==> config.mk <==
export PLATFORM = sky130hd
export DESIGN_NAME = beam_top
export DESIGN_NICKNAME = d
export VERILOG_FILES = /design/src/beam_pkg.sv /design/src/beam_timing_if.sv /design/src/beam_top.sv /design/src/square_painter.sv /design/src/square_mover.sv /design/src/display_timing.sv
export SDC_FILE = /design/constraint.sdc
export NUM_CORES = 1
export LEC_CHECK = 0
export BUFFER_PORTS_ARGS = -buffer_cell sky130_fd_sc_hd__buf_2
export CORE_ASPECT_RATIO = 1.4
export CORE_UTILIZATION = 35
export CTS_CLUSTER_SIZE = 30
export DETAILED_ROUTE_END_ITERATION = 10
export PLACE_DENSITY_LB_ADDON = 0.1
export SLEW_MARGIN = 20
export SYNTH_ARGS = -nofsm -noshare
export SYNTH_HDL_FRONTEND = slang
export SYNTH_SLANG_ARGS = --single-unit
export TNS_END_PERCENT = 10
==> constraint.sdc <==
create_clock -name clk_pix -period 5 [get_ports clk_pix]
set_input_delay 1.25 -clock clk_pix [delete_from_list [all_inputs] [get_ports clk_pix]]
set_output_delay 1.25 -clock clk_pix [all_outputs]
set_load 0.01 [all_outputs]
==> src/beam_pkg.sv <==
/*
 * beam test pattern package
 * raster sizes, square geometry, colours and shared types
 */
package beam_pkg;

    // coordinate width and type
    localparam int cord_w = 10;             // enough for 800 and 525
    typedef logic [cord_w-1:0] cord_t;      // screen coordinate

    // visible area
    localparam cord_t h_res = 10'd640;
    localparam cord_t v_res = 10'd480;

    // full raster incl blanking
    localparam cord_t h_full = 10'd800;     // pixels per line
    localparam cord_t v_full = 10'd525;     // lines per frame

    // sync windows, end is exclusive, both syncs active low
    localparam cord_t h_sync_start = 10'd656;
    localparam cord_t h_sync_end   = 10'd752;
    localparam cord_t v_sync_start = 10'd490;
    localparam cord_t v_sync_end   = 10'd492;

    // moving square
    localparam cord_t q_size  = 10'd32;     // edge in pixels
    localparam cord_t q_speed = 10'd4;      // pixels per frame

    // colour channel
    localparam int chan_w = 4;
    typedef logic [chan_w-1:0] chan_t;

    // square is orange
    localparam chan_t sq_red   = 4'hF;
    localparam chan_t sq_green = 4'h8;
    localparam chan_t sq_blue  = 4'h0;

    // background is sky blue
    localparam chan_t bg_red   = 4'h0;
    localparam chan_t bg_green = 4'h8;
    localparam chan_t bg_blue  = 4'hF;

endpackage
==> src/beam_timing_if.sv <==
/*
 * raster timing bundle
 * coordinates, syncs, data enable and frame strobe from the timing block
 */
`timescale 1ns/100ps

interface beam_timing_if import beam_pkg::*; ();

    cord_t sx;      // current column
    cord_t sy;      // current line
    logic  hsync;   // active low
    logic  vsync;   // active low
    logic  de;      // visible area
    logic  frame;   // one cycle, start of vertical blanking

    // timing generator drives everything
    modport src (
        output sx, sy, hsync, vsync, de, frame
    );

    // consumers only look
    modport snk (
        input sx, sy, hsync, vsync, de, frame
    );

endinterface

==> src/beam_top.sv <==
/*
 * beam test pattern top
 * timing generator, square mover and painter joined by the timing bundle
 */
`timescale 1ns/100ps

module beam_top import beam_pkg::*; (
    input  logic  clk_pix,      // pixel clock
    input  logic  rst_n,
    input  logic  run,          // animate while high
    output logic  hsync,
    output logic  vsync,
    output logic  de,
    output chan_t red,
    output chan_t green,
    output chan_t blue
);

    beam_timing_if tim ();      // raster bundle

    cord_t qx;                  // square position, mover to painter
    cord_t qy;

    // raster counters and decodes
    display_timing u_timing (
        .clk_pix (clk_pix),
        .rst_n   (rst_n),
        .tim     (tim.src)
    );

    // once-per-frame motion
    square_mover u_mover (
        .clk_pix (clk_pix),
        .rst_n   (rst_n),
        .run     (run),
        .tim     (tim.snk),
        .qx      (qx),
        .qy      (qy)
    );

    // pixel colour and output register
    square_painter u_painter (
        .clk_pix (clk_pix),
        .rst_n   (rst_n),
        .tim     (tim.snk),
        .qx      (qx),
        .qy      (qy),
        .hsync   (hsync),
        .vsync   (vsync),
        .de      (de),
        .red     (red),
        .green   (green),
        .blue    (blue)
    );

endmodule

==> src/square_painter.sv <==
/*
 * square painter and video output stage
 * hit test, colour pick, then one register for colour, syncs and de
 */
`timescale 1ns/100ps

module square_painter import beam_pkg::*; (
    input  logic  clk_pix,
    input  logic  rst_n,
    beam_timing_if.snk tim,
    input  cord_t qx,
    input  cord_t qy,
    output logic  hsync,
    output logic  vsync,
    output logic  de,
    output chan_t red,
    output chan_t green,
    output chan_t blue
);

    logic [cord_w:0] qx_end;    // one past right edge, extra bit for carry
    logic [cord_w:0] qy_end;    // one past bottom edge
    logic            q_hit;     // pixel inside the square
    chan_t           red_d;
    chan_t           green_d;
    chan_t           blue_d;

    assign qx_end = {1'b0, qx} + {1'b0, q_size};
    assign qy_end = {1'b0, qy} + {1'b0, q_size};

    // hit test on the current pixel
    assign q_hit = (tim.sx >= qx) && ({1'b0, tim.sx} < qx_end)
                && (tim.sy >= qy) && ({1'b0, tim.sy} < qy_end);

    // colour pick, black in blanking
    always_comb begin
        if (!tim.de) begin
            red_d   = '0;
            green_d = '0;
            blue_d  = '0;
        end else if (q_hit) begin
            red_d   = sq_red;
            green_d = sq_green;
            blue_d  = sq_blue;
        end else begin
            red_d   = bg_red;
            green_d = bg_green;
            blue_d  = bg_blue;
        end
    end

    // output register, syncs delayed alongside the colour
    always_ff @(posedge clk_pix) begin
        if (!rst_n) begin
            hsync <= 1'b1;      // idle high
            vsync <= 1'b1;
            de    <= 1'b0;
            red   <= '0;
            green <= '0;
            blue  <= '0;
        end else begin
            hsync <= tim.hsync;
            vsync <= tim.vsync;
            de    <= tim.de;
            red   <= red_d;
            green <= green_d;
            blue  <= blue_d;
        end
    end

endmodule

==> src/square_mover.sv <==
/*
 * square position keeper
 * moves the square once per frame in vertical blanking, gated by run
 */
`timescale 1ns/100ps

module square_mover import beam_pkg::*; (
    input  logic  clk_pix,
    input  logic  rst_n,
    input  logic  run,          // low freezes the animation
    beam_timing_if.snk tim,
    output cord_t qx,           // top-left column
    output cord_t qy            // top-left line
);

    cord_t qx_next;
    cord_t qy_next;
    logic  at_right;            // square hit the right of the full line
    logic  at_bottom;           // square past the full frame height
    logic  step;                // update this cycle

    assign at_right  = (qx >= h_full - q_size);   // 768
    assign at_bottom = (qy >= v_full - q_size);   // 493
    assign step      = tim.frame && run;          // run only matters here

    // move and wrap rule
    always_comb begin
        qx_next = qx;
        qy_next = qy;
        if (at_right) begin
            qx_next = '0;                       // back to column 0
            if (at_bottom) begin
                qy_next = '0;                   // wrap to top
            end else begin
                qy_next = qy + q_size;          // down one square
            end
        end else begin
            qx_next = qx + q_speed;
        end
    end

    // position register
    always_ff @(posedge clk_pix) begin
        if (!rst_n) begin
            qx <= '0;
            qy <= '0;
        end else if (step) begin
            qx <= qx_next;
            qy <= qy_next;
        end
    end

endmodule

==> src/display_timing.sv <==
/*
 * display timing generator for 640x480 on an 800x525 raster
 * counts columns and lines and decodes syncs, data enable and frame strobe
 */
`timescale 1ns/100ps

module display_timing import beam_pkg::*; (
    input  logic clk_pix,
    input  logic rst_n,
    beam_timing_if.src tim
);

    cord_t sx_q;            // column counter
    cord_t sy_q;            // line counter
    logic  line_end;        // last column of a line
    logic  frame_end;       // last line of a frame

    assign line_end  = (sx_q == h_full - 10'd1);
    assign frame_end = (sy_q == v_full - 10'd1);

    // column counter, wraps every line
    always_ff @(posedge clk_pix) begin
        if (!rst_n) begin
            sx_q <= '0;
        end else if (line_end) begin
            sx_q <= '0;
        end else begin
            sx_q <= sx_q + 10'd1;
        end
    end

    // line counter, steps once per line
    always_ff @(posedge clk_pix) begin
        if (!rst_n) begin
            sy_q <= '0;
        end else if (line_end) begin
            if (frame_end) begin
                sy_q <= '0;             // back to top
            end else begin
                sy_q <= sy_q + 10'd1;
            end
        end
    end

    // decodes of the current position, same cycle
    always_comb begin
        tim.sx = sx_q;
        tim.sy = sy_q;

        // sync pulses low inside their window
        tim.hsync = ~((sx_q >= h_sync_start) && (sx_q < h_sync_end));
        tim.vsync = ~((sy_q >= v_sync_start) && (sy_q < v_sync_end));

        // visible area only
        tim.de = (sx_q < h_res) && (sy_q < v_res);

        /* one strobe per frame, first pixel of the first blanking line,
           so anything updated here settles well before line 0 */
        tim.frame = (sy_q == v_res) && (sx_q == '0);
    end

endmodule

==> results.cfg, run 1 <==
[outcome]
status = completed

[layout]
drive_gt1_share_pct = 9.732
diodes = 0
nets = 330
final_util_pct = 40.21
syn_to_final_growth_pct = 9.234

[synth]
syn_avg_cell_area_sq_um = 8.475
async_flop_share_pct = 0
yosys-top-cells-area = dfxtp_1 (31%), ha_1 (15%), xnor2_1 (5.7%)
yosysMostFrequentCell = dfxtp_1
synth_edf_count = 0
synth_top_cell_area_share_pct = 30.85
dominantRegCellSynth = dfxtp_1
synth_top_area_cell = dfxtp_1
yosys-top-cells-count = dfxtp_1 (38), nor2_1 (31), ha_1 (30), inv_1 (23), nand2_1 (21)
ys_seq_elements = 38
ys_seq_area_share_pct = 30.85
yosysWarnings = 0
synthCells = 291
synth_area_sq_um = 2466
yosysUniqueCellTypes = 44

[sta]
finClkSkew_ps = 10.85
rsz0062_at_grt = false
clock.fmax_mhz = 425.2
finalHoldViolCount = 0
period_minus_slack_ps = 2352
relSlewSlack_pct = 60.07
max_slew.worst_pin.slew_ps = 595.0
finalSetupViolCount = 0
period_share_pct = 47.03
setup-tns-final_ps = 0
report.final.slew_viol_count = 0

[critical_path]
endpoint_kind = register
worst_ep_required_time_ps = 5190
worst_ep_arrival_time_ps = 2540
critical_path_class = register to register
cp_slowest_cell = dfxtp_1
rrSetupSlack_ps = 2650
cp-start-kind = register
cp_cell_sequence = ha_1 > nand3_1 > xnor2_1 > ha_1 > nand3_1 > a2111oi_0 > o22a_1 > a21oi_1 > and3_1
crit_fanout = 7
critPathMaxStageDelay_ps = 470

[drt]
drt_pre_antenna_iters = 4
vias = 1842
routedWlPerCell_um = 13.03
drtIter0Drc = 76
drc = 0
ant_nets = 0
drt_wl_total_um = 5083
vias_per_cell = 4.723

[clock_tree]
cts_setup_buffers = 0
cts_sinks = 38
h-tree-depth = 2
cts-root-buf = clkbuf_8
cts_buffers = 5
cts_tree = built
ctsResizeCount = 0
path_clk_slew_ps = 80
worstSkewPairLatency_ps = 290
cts_hold_buf = 0
cts_buffer_depth = 2

[grt]
grt_start_max_net_pins = 19
grt_pass1_vias = 1815
grt_overflow = 0
grt_use_total_pct = 15.50
antenna_found_initial = 0
grt_first_pass_wirelength_um = 8652

[die]
start_util_pct = 36.81
die_w_um = 72.94
die_y_um = 101.3
die-area_sq_um = 7390
core-area_sq_um = 6700
ios = 18
rows = 35

[min_path]
hold_class = register to register

[placement]
gp_congestion = 0.7669
port_buffers = 14
hpwl_um = 3839

[power_and_ir_drop]
pwr_density_cell_nw_per_um2 = 246.0
ir_drop_v = 0.0001279
p_leak_nw = 1.071

[run]
max-cap-violations = 0
[state kept, by name, summed over array words and instances, names as in the netlist]
register	flops
u_mover.qx	8
u_mover.qy	5
u_painter.blue	1
u_painter.green	1
u_painter.hsync	1
u_painter.red	1
u_painter.vsync	1
u_timing.tim.sx	10
u_timing.tim.sy	10
[power breakdown]
group / internal [mW] / switching [mW]
Clock: 0.213 / 0.113
Sequential: 0.306 / 0.00375
Combinational: 0.00991 / 0.0172
[cells by family (layout without fill, tap and decap cells)]
| kind of cell | Yosys count | after routing | share of synthesized area [%] |
|---|---|---|---|
| fa+ha+maj | 30 | 30 | 15.22 |
| compound gates | 31 | 31 | 7.661 |
| buf+inv | 40 | 45 | 7.863 |
| other cells | 1 | 3 | 0.1521 |
| flops | 38 | 38 | 30.85 |
| xor+xnor | 28 | 28 | 9.944 |
| simple gates | 120 | 120 | 27.09 |
| mux | 3 | 3 | 1.218 |
[worst max-delay path: cells and delay by family (launching register included)]
kind	cells	cell delay (ps)
flip-flops	1	470
AO/OA/AOI/OAI	3	670
adder cells (fa/ha/maj)	2	560
AND/OR/NAND/NOR	3	390
XOR/XNOR	1	150
[final cells by class]
cell class	instances	area [sq um]
fill	681	4006
multi-input combinational	215	1519
sequential	38	760.7
tap	92	115.1
inverter	23	86.33
clock buffer	6	82.58
timing repair buffer	14	70.07
clock inverter	2	60.06
[final timing paths]
path	start	to	depth (start not counted)
setup reg to reg	u_mover.qx[5]$_SDFFE_PN0P_	u_painter.red[2]$_SDFF_PN0_	9
setup / recovery	u_mover.qx[5]$_SDFFE_PN0P_	u_painter.red[2]$_SDFF_PN0_	9
hold reg to reg	u_timing.tim.sx[0]$_SDFF_PP0_	u_timing.tim.sx[0]$_SDFF_PP0_	1
hold / removal	u_timing.tim.sx[0]$_SDFF_PP0_	u_timing.tim.sx[0]$_SDFF_PP0_	1
[cell usage in the layout (no fill, tap or decap), types with 2 or more instances in the layout]
cell type,n
bufinv_16,2
o211ai_1,3
nor3_1,7
dfxtp_1,38
xnor2_1,16
inv_1,23
nand4_1,9
nor2_1,31
nand3_1,18
xor2_1,12
nand2b_1,3
o21a_1,2
and4_1,2
nor2b_1,3
o21ai_0,6
ha_1,30
conb_1,3
nand2_1,21
a21boi_0,2
a31oi_1,2
a21oi_1,11
clkbuf_8,6
and3_1,8
and2_1,6
buf_2,14
mux2i_1,3
[routing by layer]
layer,global-route usage [%],vias to the layer above,wire [um]
met5,0,-,0
met4,6.335,0,89
met3,3.085,6,58
met2,26.24,14,2504
met1,19.05,832,2430
li1,-,990,-
[stage by stage]
step	area [sq um]	power, mW	setup slack [ps]	instances	hold slack [ps]
finish	2694	0.6627	2648	390	483.3
global route	2694	0.6924	2365	390	509.5
CTS	2694	0.6759	2632	390	494.4
detailed placement	2551	0.3446	2467	382	474.5
global placement	2551	0.3441	2513	382	464.5
floorplan	2474	0.3405	2830	293	441.7
Power figures use the tool's default switching activity.
==> run 2, diff against run 1 <==
clock period = 1.98 ns   (was 5 ns; I/O delays follow)
==> run 2 against run 1 <==
Cell count is 6.7% higher. Global-route usage is 0.78 points higher. Sequential share of layout area is 2.3 points lower. Critical path type unchanged. Fmax up 20%. Power up 130%. Largest cell class unchanged. Setup slack worse by 2600 ps. Design area increased by 9.2%.
==> results.cfg, run 2 (synthesized netlist as in run 1, its figures left out) <==
[drt]
drt_wl_total_um = 5492
routedWlPerCell_um = 13.20
drtIter0Drc = 30
drt_pre_antenna_iters = 4
drc = 0
ant_nets = 0
vias = 1982
vias_per_cell = 4.764

[sta]
finalHoldViolCount = 0
finalSetupViolCount = 0
period_share_pct = 98.60
rsz0062_at_grt = true
clock.fmax_mhz = 512.2
report.final.slew_viol_count = 0
period_minus_slack_ps = 1952
fin_hold_ws_ps = 486.3
finClkSkew_ps = 5.641

[min_path]
worstHoldPathCells = 1
hold_end = u_timing.tim.sx[0]$_SDFF_PP0_
min-delay-start = u_timing.tim.sx[0]$_SDFF_PP0_
hold_class = register to register

[power_and_ir_drop]
p_int_mw = 1.157
seqPwrFrac_pct = 51.9
p_sw_mw = 0.3479
p_leak_nw = 1.210
switching_share_pct = 23.12
pwr-share-clk_pct = 42.8
pwr_density_cell_nw_per_um2 = 511.3
power_mw = 1.505
ir_drop_v = 0.0002509
p_comb_share_pct = 5.3

[placement]
gp_congestion = 0.7628
port_buffers = 14
hpwl_um = 4114

[clock_tree]
h-tree-depth = 2
cts_buffers = 5
cts-root-buf = clkbuf_8
cts_buffer_depth = 2
cts_tree = built
worstSkewPairLatency_ps = 290
path_clk_slew_ps = 80
cts_sinks = 38

[critical_path]
crit_fanout = 3
cp-start-kind = register
critical_path_class = register to register
worst_ep_required_time_ps = 2170
endpoint_kind = register
reg2reg_from = u_mover.qx[5]$_SDFFE_PN0P_
worstRegToRegCells = 9
startpoint = u_mover.qx[5]$_SDFFE_PN0P_
rrSetupSlack_ps = 30
worst_ep_arrival_time_ps = 2150
reg2reg_to = u_painter.red[2]$_SDFF_PN0_

[outcome]
status = completed

[grt]
grt_overflow = 0
grt_first_pass_wirelength_um = 9190
grt_use_total_pct = 16.27
grt_pass1_vias = 1894
antenna_found_initial = 0
grt_start_max_net_pins = 12

[die]
die-area_sq_um = 7390
die_y_um = 101.3
die_w_um = 72.94
core-area_sq_um = 6700
ios = 18
rows = 35
start_util_pct = 36.81

[layout]
layout_common_cells = dfxtp_1 (35), nor2_1 (31), ha_1 (29)
layout_commonest_cell = dfxtp_1
final_util_pct = 43.92
nets = 356
syn_to_final_growth_pct = 19.33
drive_gt1_share_pct = 20.06
diodes = 0

[run]
max-cap-violations = 0
[run 2: cell type report]
class,instances,area (sq um)
timing repair buffer,40,272.8
tap,92,115.1
clock buffer,8,110.1
fill,700,3757
inverter,23,86.33
multi-input combinational,215,1594
sequential,38,764.5
[run 2: worst max-delay path by stage]
stage | cells past startpoint | end
floorplan | 9 | u_painter.red[2]$_SDFF_PN0_
global placement | 9 | u_painter.red[2]$_SDFF_PN0_
detailed placement | 9 | u_painter.red[2]$_SDFF_PN0_
CTS | 9 | u_painter.red[2]$_SDFF_PN0_
global route | 9 | u_painter.red[2]$_SDFF_PN0_
finish | 9 | u_painter.red[2]$_SDFF_PN0_
[run 2: power by group through the flow]
stage               logic, mW  clock network [mW]  registers, mW
floorplan              0.0604                   0          0.800
global placement       0.0752                   0          0.800
detailed placement     0.0744                   0          0.800
CTS                    0.0749               0.667          0.782
global route           0.0871               0.696          0.783
finish                 0.0793               0.644          0.781
[run 2: routing by layer]
metal  global-route usage (%)  routed length [um]  vias to the layer above
met5                        0                   0                        -
met4                    5.882                  81                        0
met2                    28.54                2833                        9
met1                    19.76                2497                      919
li1                         -                   -                     1048
met3                    2.786                  79                        6
[run 2: stage by stage]
step                TNS, ps  setup slack (ps)  instances  cell area (sq um)
floorplan                 0             56.00        293               2484
global placement          0             82.72        404               2726
detailed placement        0             55.71        404               2726
CTS                       0             43.15        412               2836
global route         -115.6            -66.50        416               2943
finish                    0             27.63        416               2943
[run 2: worst max-delay path: stages (launching register included)]
cell and delay, ps:
dfxtp_2 370, ha_4 160, nand3_4 80, xnor2_2 150, ha_1 330, nand3_2 100
a2111oi_4 270, o22a_1 180, a21oi_1 50, and3_1 160
[run 2: timing repair]
item	4_1_cts	5_1_grt
buffers inserted	0	4
hold buffers	0	0
resized for setup	0	13
setup endpoints to repair	0	14
==> run 3, diff against run 2 <==
CORE_ASPECT_RATIO = 0.7   (was 1.4)
CTS_CLUSTER_SIZE = 12   (was 30)
MAX_ROUTING_LAYER = met4   (was unset)
==> run 3 against run 2 <==
Clock skew fell by 2.0 ps. Setup slack improved by 26 ps. Core utilization fell by 0.88 points. Critical path depth did not move. Hold slack improved by 5.2 ps. Global-route usage fell by 0.23 points. Sequential power barely moved. Register-to-register slack improved by 30 ps. Via count fell by 2.0%. Fmax rose by 1.3%. Flip-flop and latch count did not move.
==> results.cfg, run 3 (synthesized netlist as in run 1, its figures left out) <==
[outcome]
status = completed

[die]
rows = 25
die-area_sq_um = 7391
start_util_pct = 36.33
die_w_um = 102.3
core-area_sq_um = 6788
die_y_um = 72.23
ios = 18

[clock_tree]
path_clk_slew_ps = 90
worstSkewPairLatency_ps = 290
cts_setup_buffers = 0
cts-root-buf = clkbuf_8
cts_buffer_depth = 2
cts_sinks = 38
cts_tree = built
h-tree-depth = 2
cts_buffers = 5
cts_hold_buf = 0

[placement]
port_buffers = 14
gp_congestion = 0.8436
placed_area_sq_um = 2721
hpwl_um = 4047
dpl.cell_count = 405

[layout]
stdcell_area_sq_um = 2922
layout_common_cells = dfxtp_1 (35), nor2_1 (31), ha_1 (27)
nets = 351
instances_no_fill = 413
diodes = 0
syn_to_final_growth_pct = 18.47
drive_gt1_share_pct = 20.06
layout_commonest_cell = dfxtp_1

[critical_path]
critical_path_class = register to register
rrSetupSlack_ps = 50
crit_fanout = 2
worst_ep_arrival_time_ps = 2120
cp-start-kind = register
worst_ep_required_time_ps = 2170
endpoint_kind = register

[power_and_ir_drop]
pwr_density_cell_nw_per_um2 = 573.4
ir_drop_v = 0.0003293
p_leak_nw = 1.189

[grt]
grt_use_total_pct = 16.05
antenna_found_initial = 0
grt_overflow = 0
grt_first_pass_wirelength_um = 8804
grt_pass1_vias = 1727
grt_start_max_net_pins = 15

[sta]
finalHoldViolCount = 0
period_minus_slack_ps = 1927
fin_hold_ws_ps = 491.4
period_share_pct = 97.31
report.final.slew_viol_count = 0
finalSetupViolCount = 0
clock.fmax_mhz = 519.0
finClkSkew_ps = 3.658

[drt]
routedWlPerCell_um = 12.80
drt_pre_antenna_iters = 4
drc = 0
vias_per_cell = 4.702
drtIter0Drc = 43
ant_nets = 0
vias = 1942
drt_wl_total_um = 5288

[min_path]
hold_class = register to register

[run]
max-cap-violations = 0
==> run 3: cell count changes in the layout (fill, tap and decap cells not counted), sizes merged <==
cell and delta:
buf -5, clkbuf -3, bufinv +2, clkinv +1
==> run 3: where the power goes <==
| group | internal (mW) | switching [mW] | leakage, nW |
|---|---|---|---|
| logic | 0.0302 | 0.0466 | 0.811 |
| clock network | 0.506 | 0.313 | 0.0683 |
| registers | 0.771 | 0.00912 | 0.309 |
==> run 3: path summary, 6_finish.rpt <==
path	from	endpoint	depth (start not counted)
setup / recovery	u_mover.qx[5]$_SDFFE_PN0P_	u_painter.red[2]$_SDFF_PN0_	9
hold / removal	u_timing.tim.sx[0]$_SDFF_PP0_	u_timing.tim.sx[0]$_SDFF_PP0_	1
setup reg to reg	u_mover.qx[5]$_SDFFE_PN0P_	u_painter.red[2]$_SDFF_PN0_	9
hold reg to reg	u_timing.tim.sx[0]$_SDFF_PP0_	u_timing.tim.sx[0]$_SDFF_PP0_	1
==> run 3: cell type report <==
type,count,area [sq um]
Fill cell,676,3866
Sequential cell,38,767.0
Inverter,23,86.33
Tap cell,94,117.6
Clock buffer,5,68.82
Timing Repair Buffer,35,227.7
Multi-Input combinational cell,215,1585
Clock inverter,3,68.82
==> run 3: stage by stage <==
stage | utilization [%] | total power, mW | setup slack [ps] | setup TNS (ps)
global route | 43.04 | 1.734 | -5.705 | -5.705
finish | 43.04 | 1.675 | 53.36 | 0
detailed placement | 40.09 | 0.8760 | 19.59 | 0
global placement | 40.09 | 0.8774 | 28.59 | 0
CTS | 42.41 | 1.696 | 3.104 | 0
floorplan | - | 0.8603 | 56.00 | 0
==> run 3: critical path: stages, from the launching register on <==
cell and delay [ps]:
dfxtp_2 330, ha_2 190, buf_4 140, xnor2_1 130, ha_1 300, nand3_2 110, a2111oi_4 220, o22a_1 210
a21oi_2 40, and3_1 160
==> run 3: repair_timing <==
item,in CTS,in global routing
endpoints found under the setup margin,1,6
pin swaps,3,6
gates resized for setup,4,9
==> run 3: routing by layer <==
metal | wire [um] | track usage, %
met1 | 3101 | 25.18
met2 | 2015 | 20.51
met5 | 0 | -
met4 | 47 | 3.333
met3 | 123 | 3.179
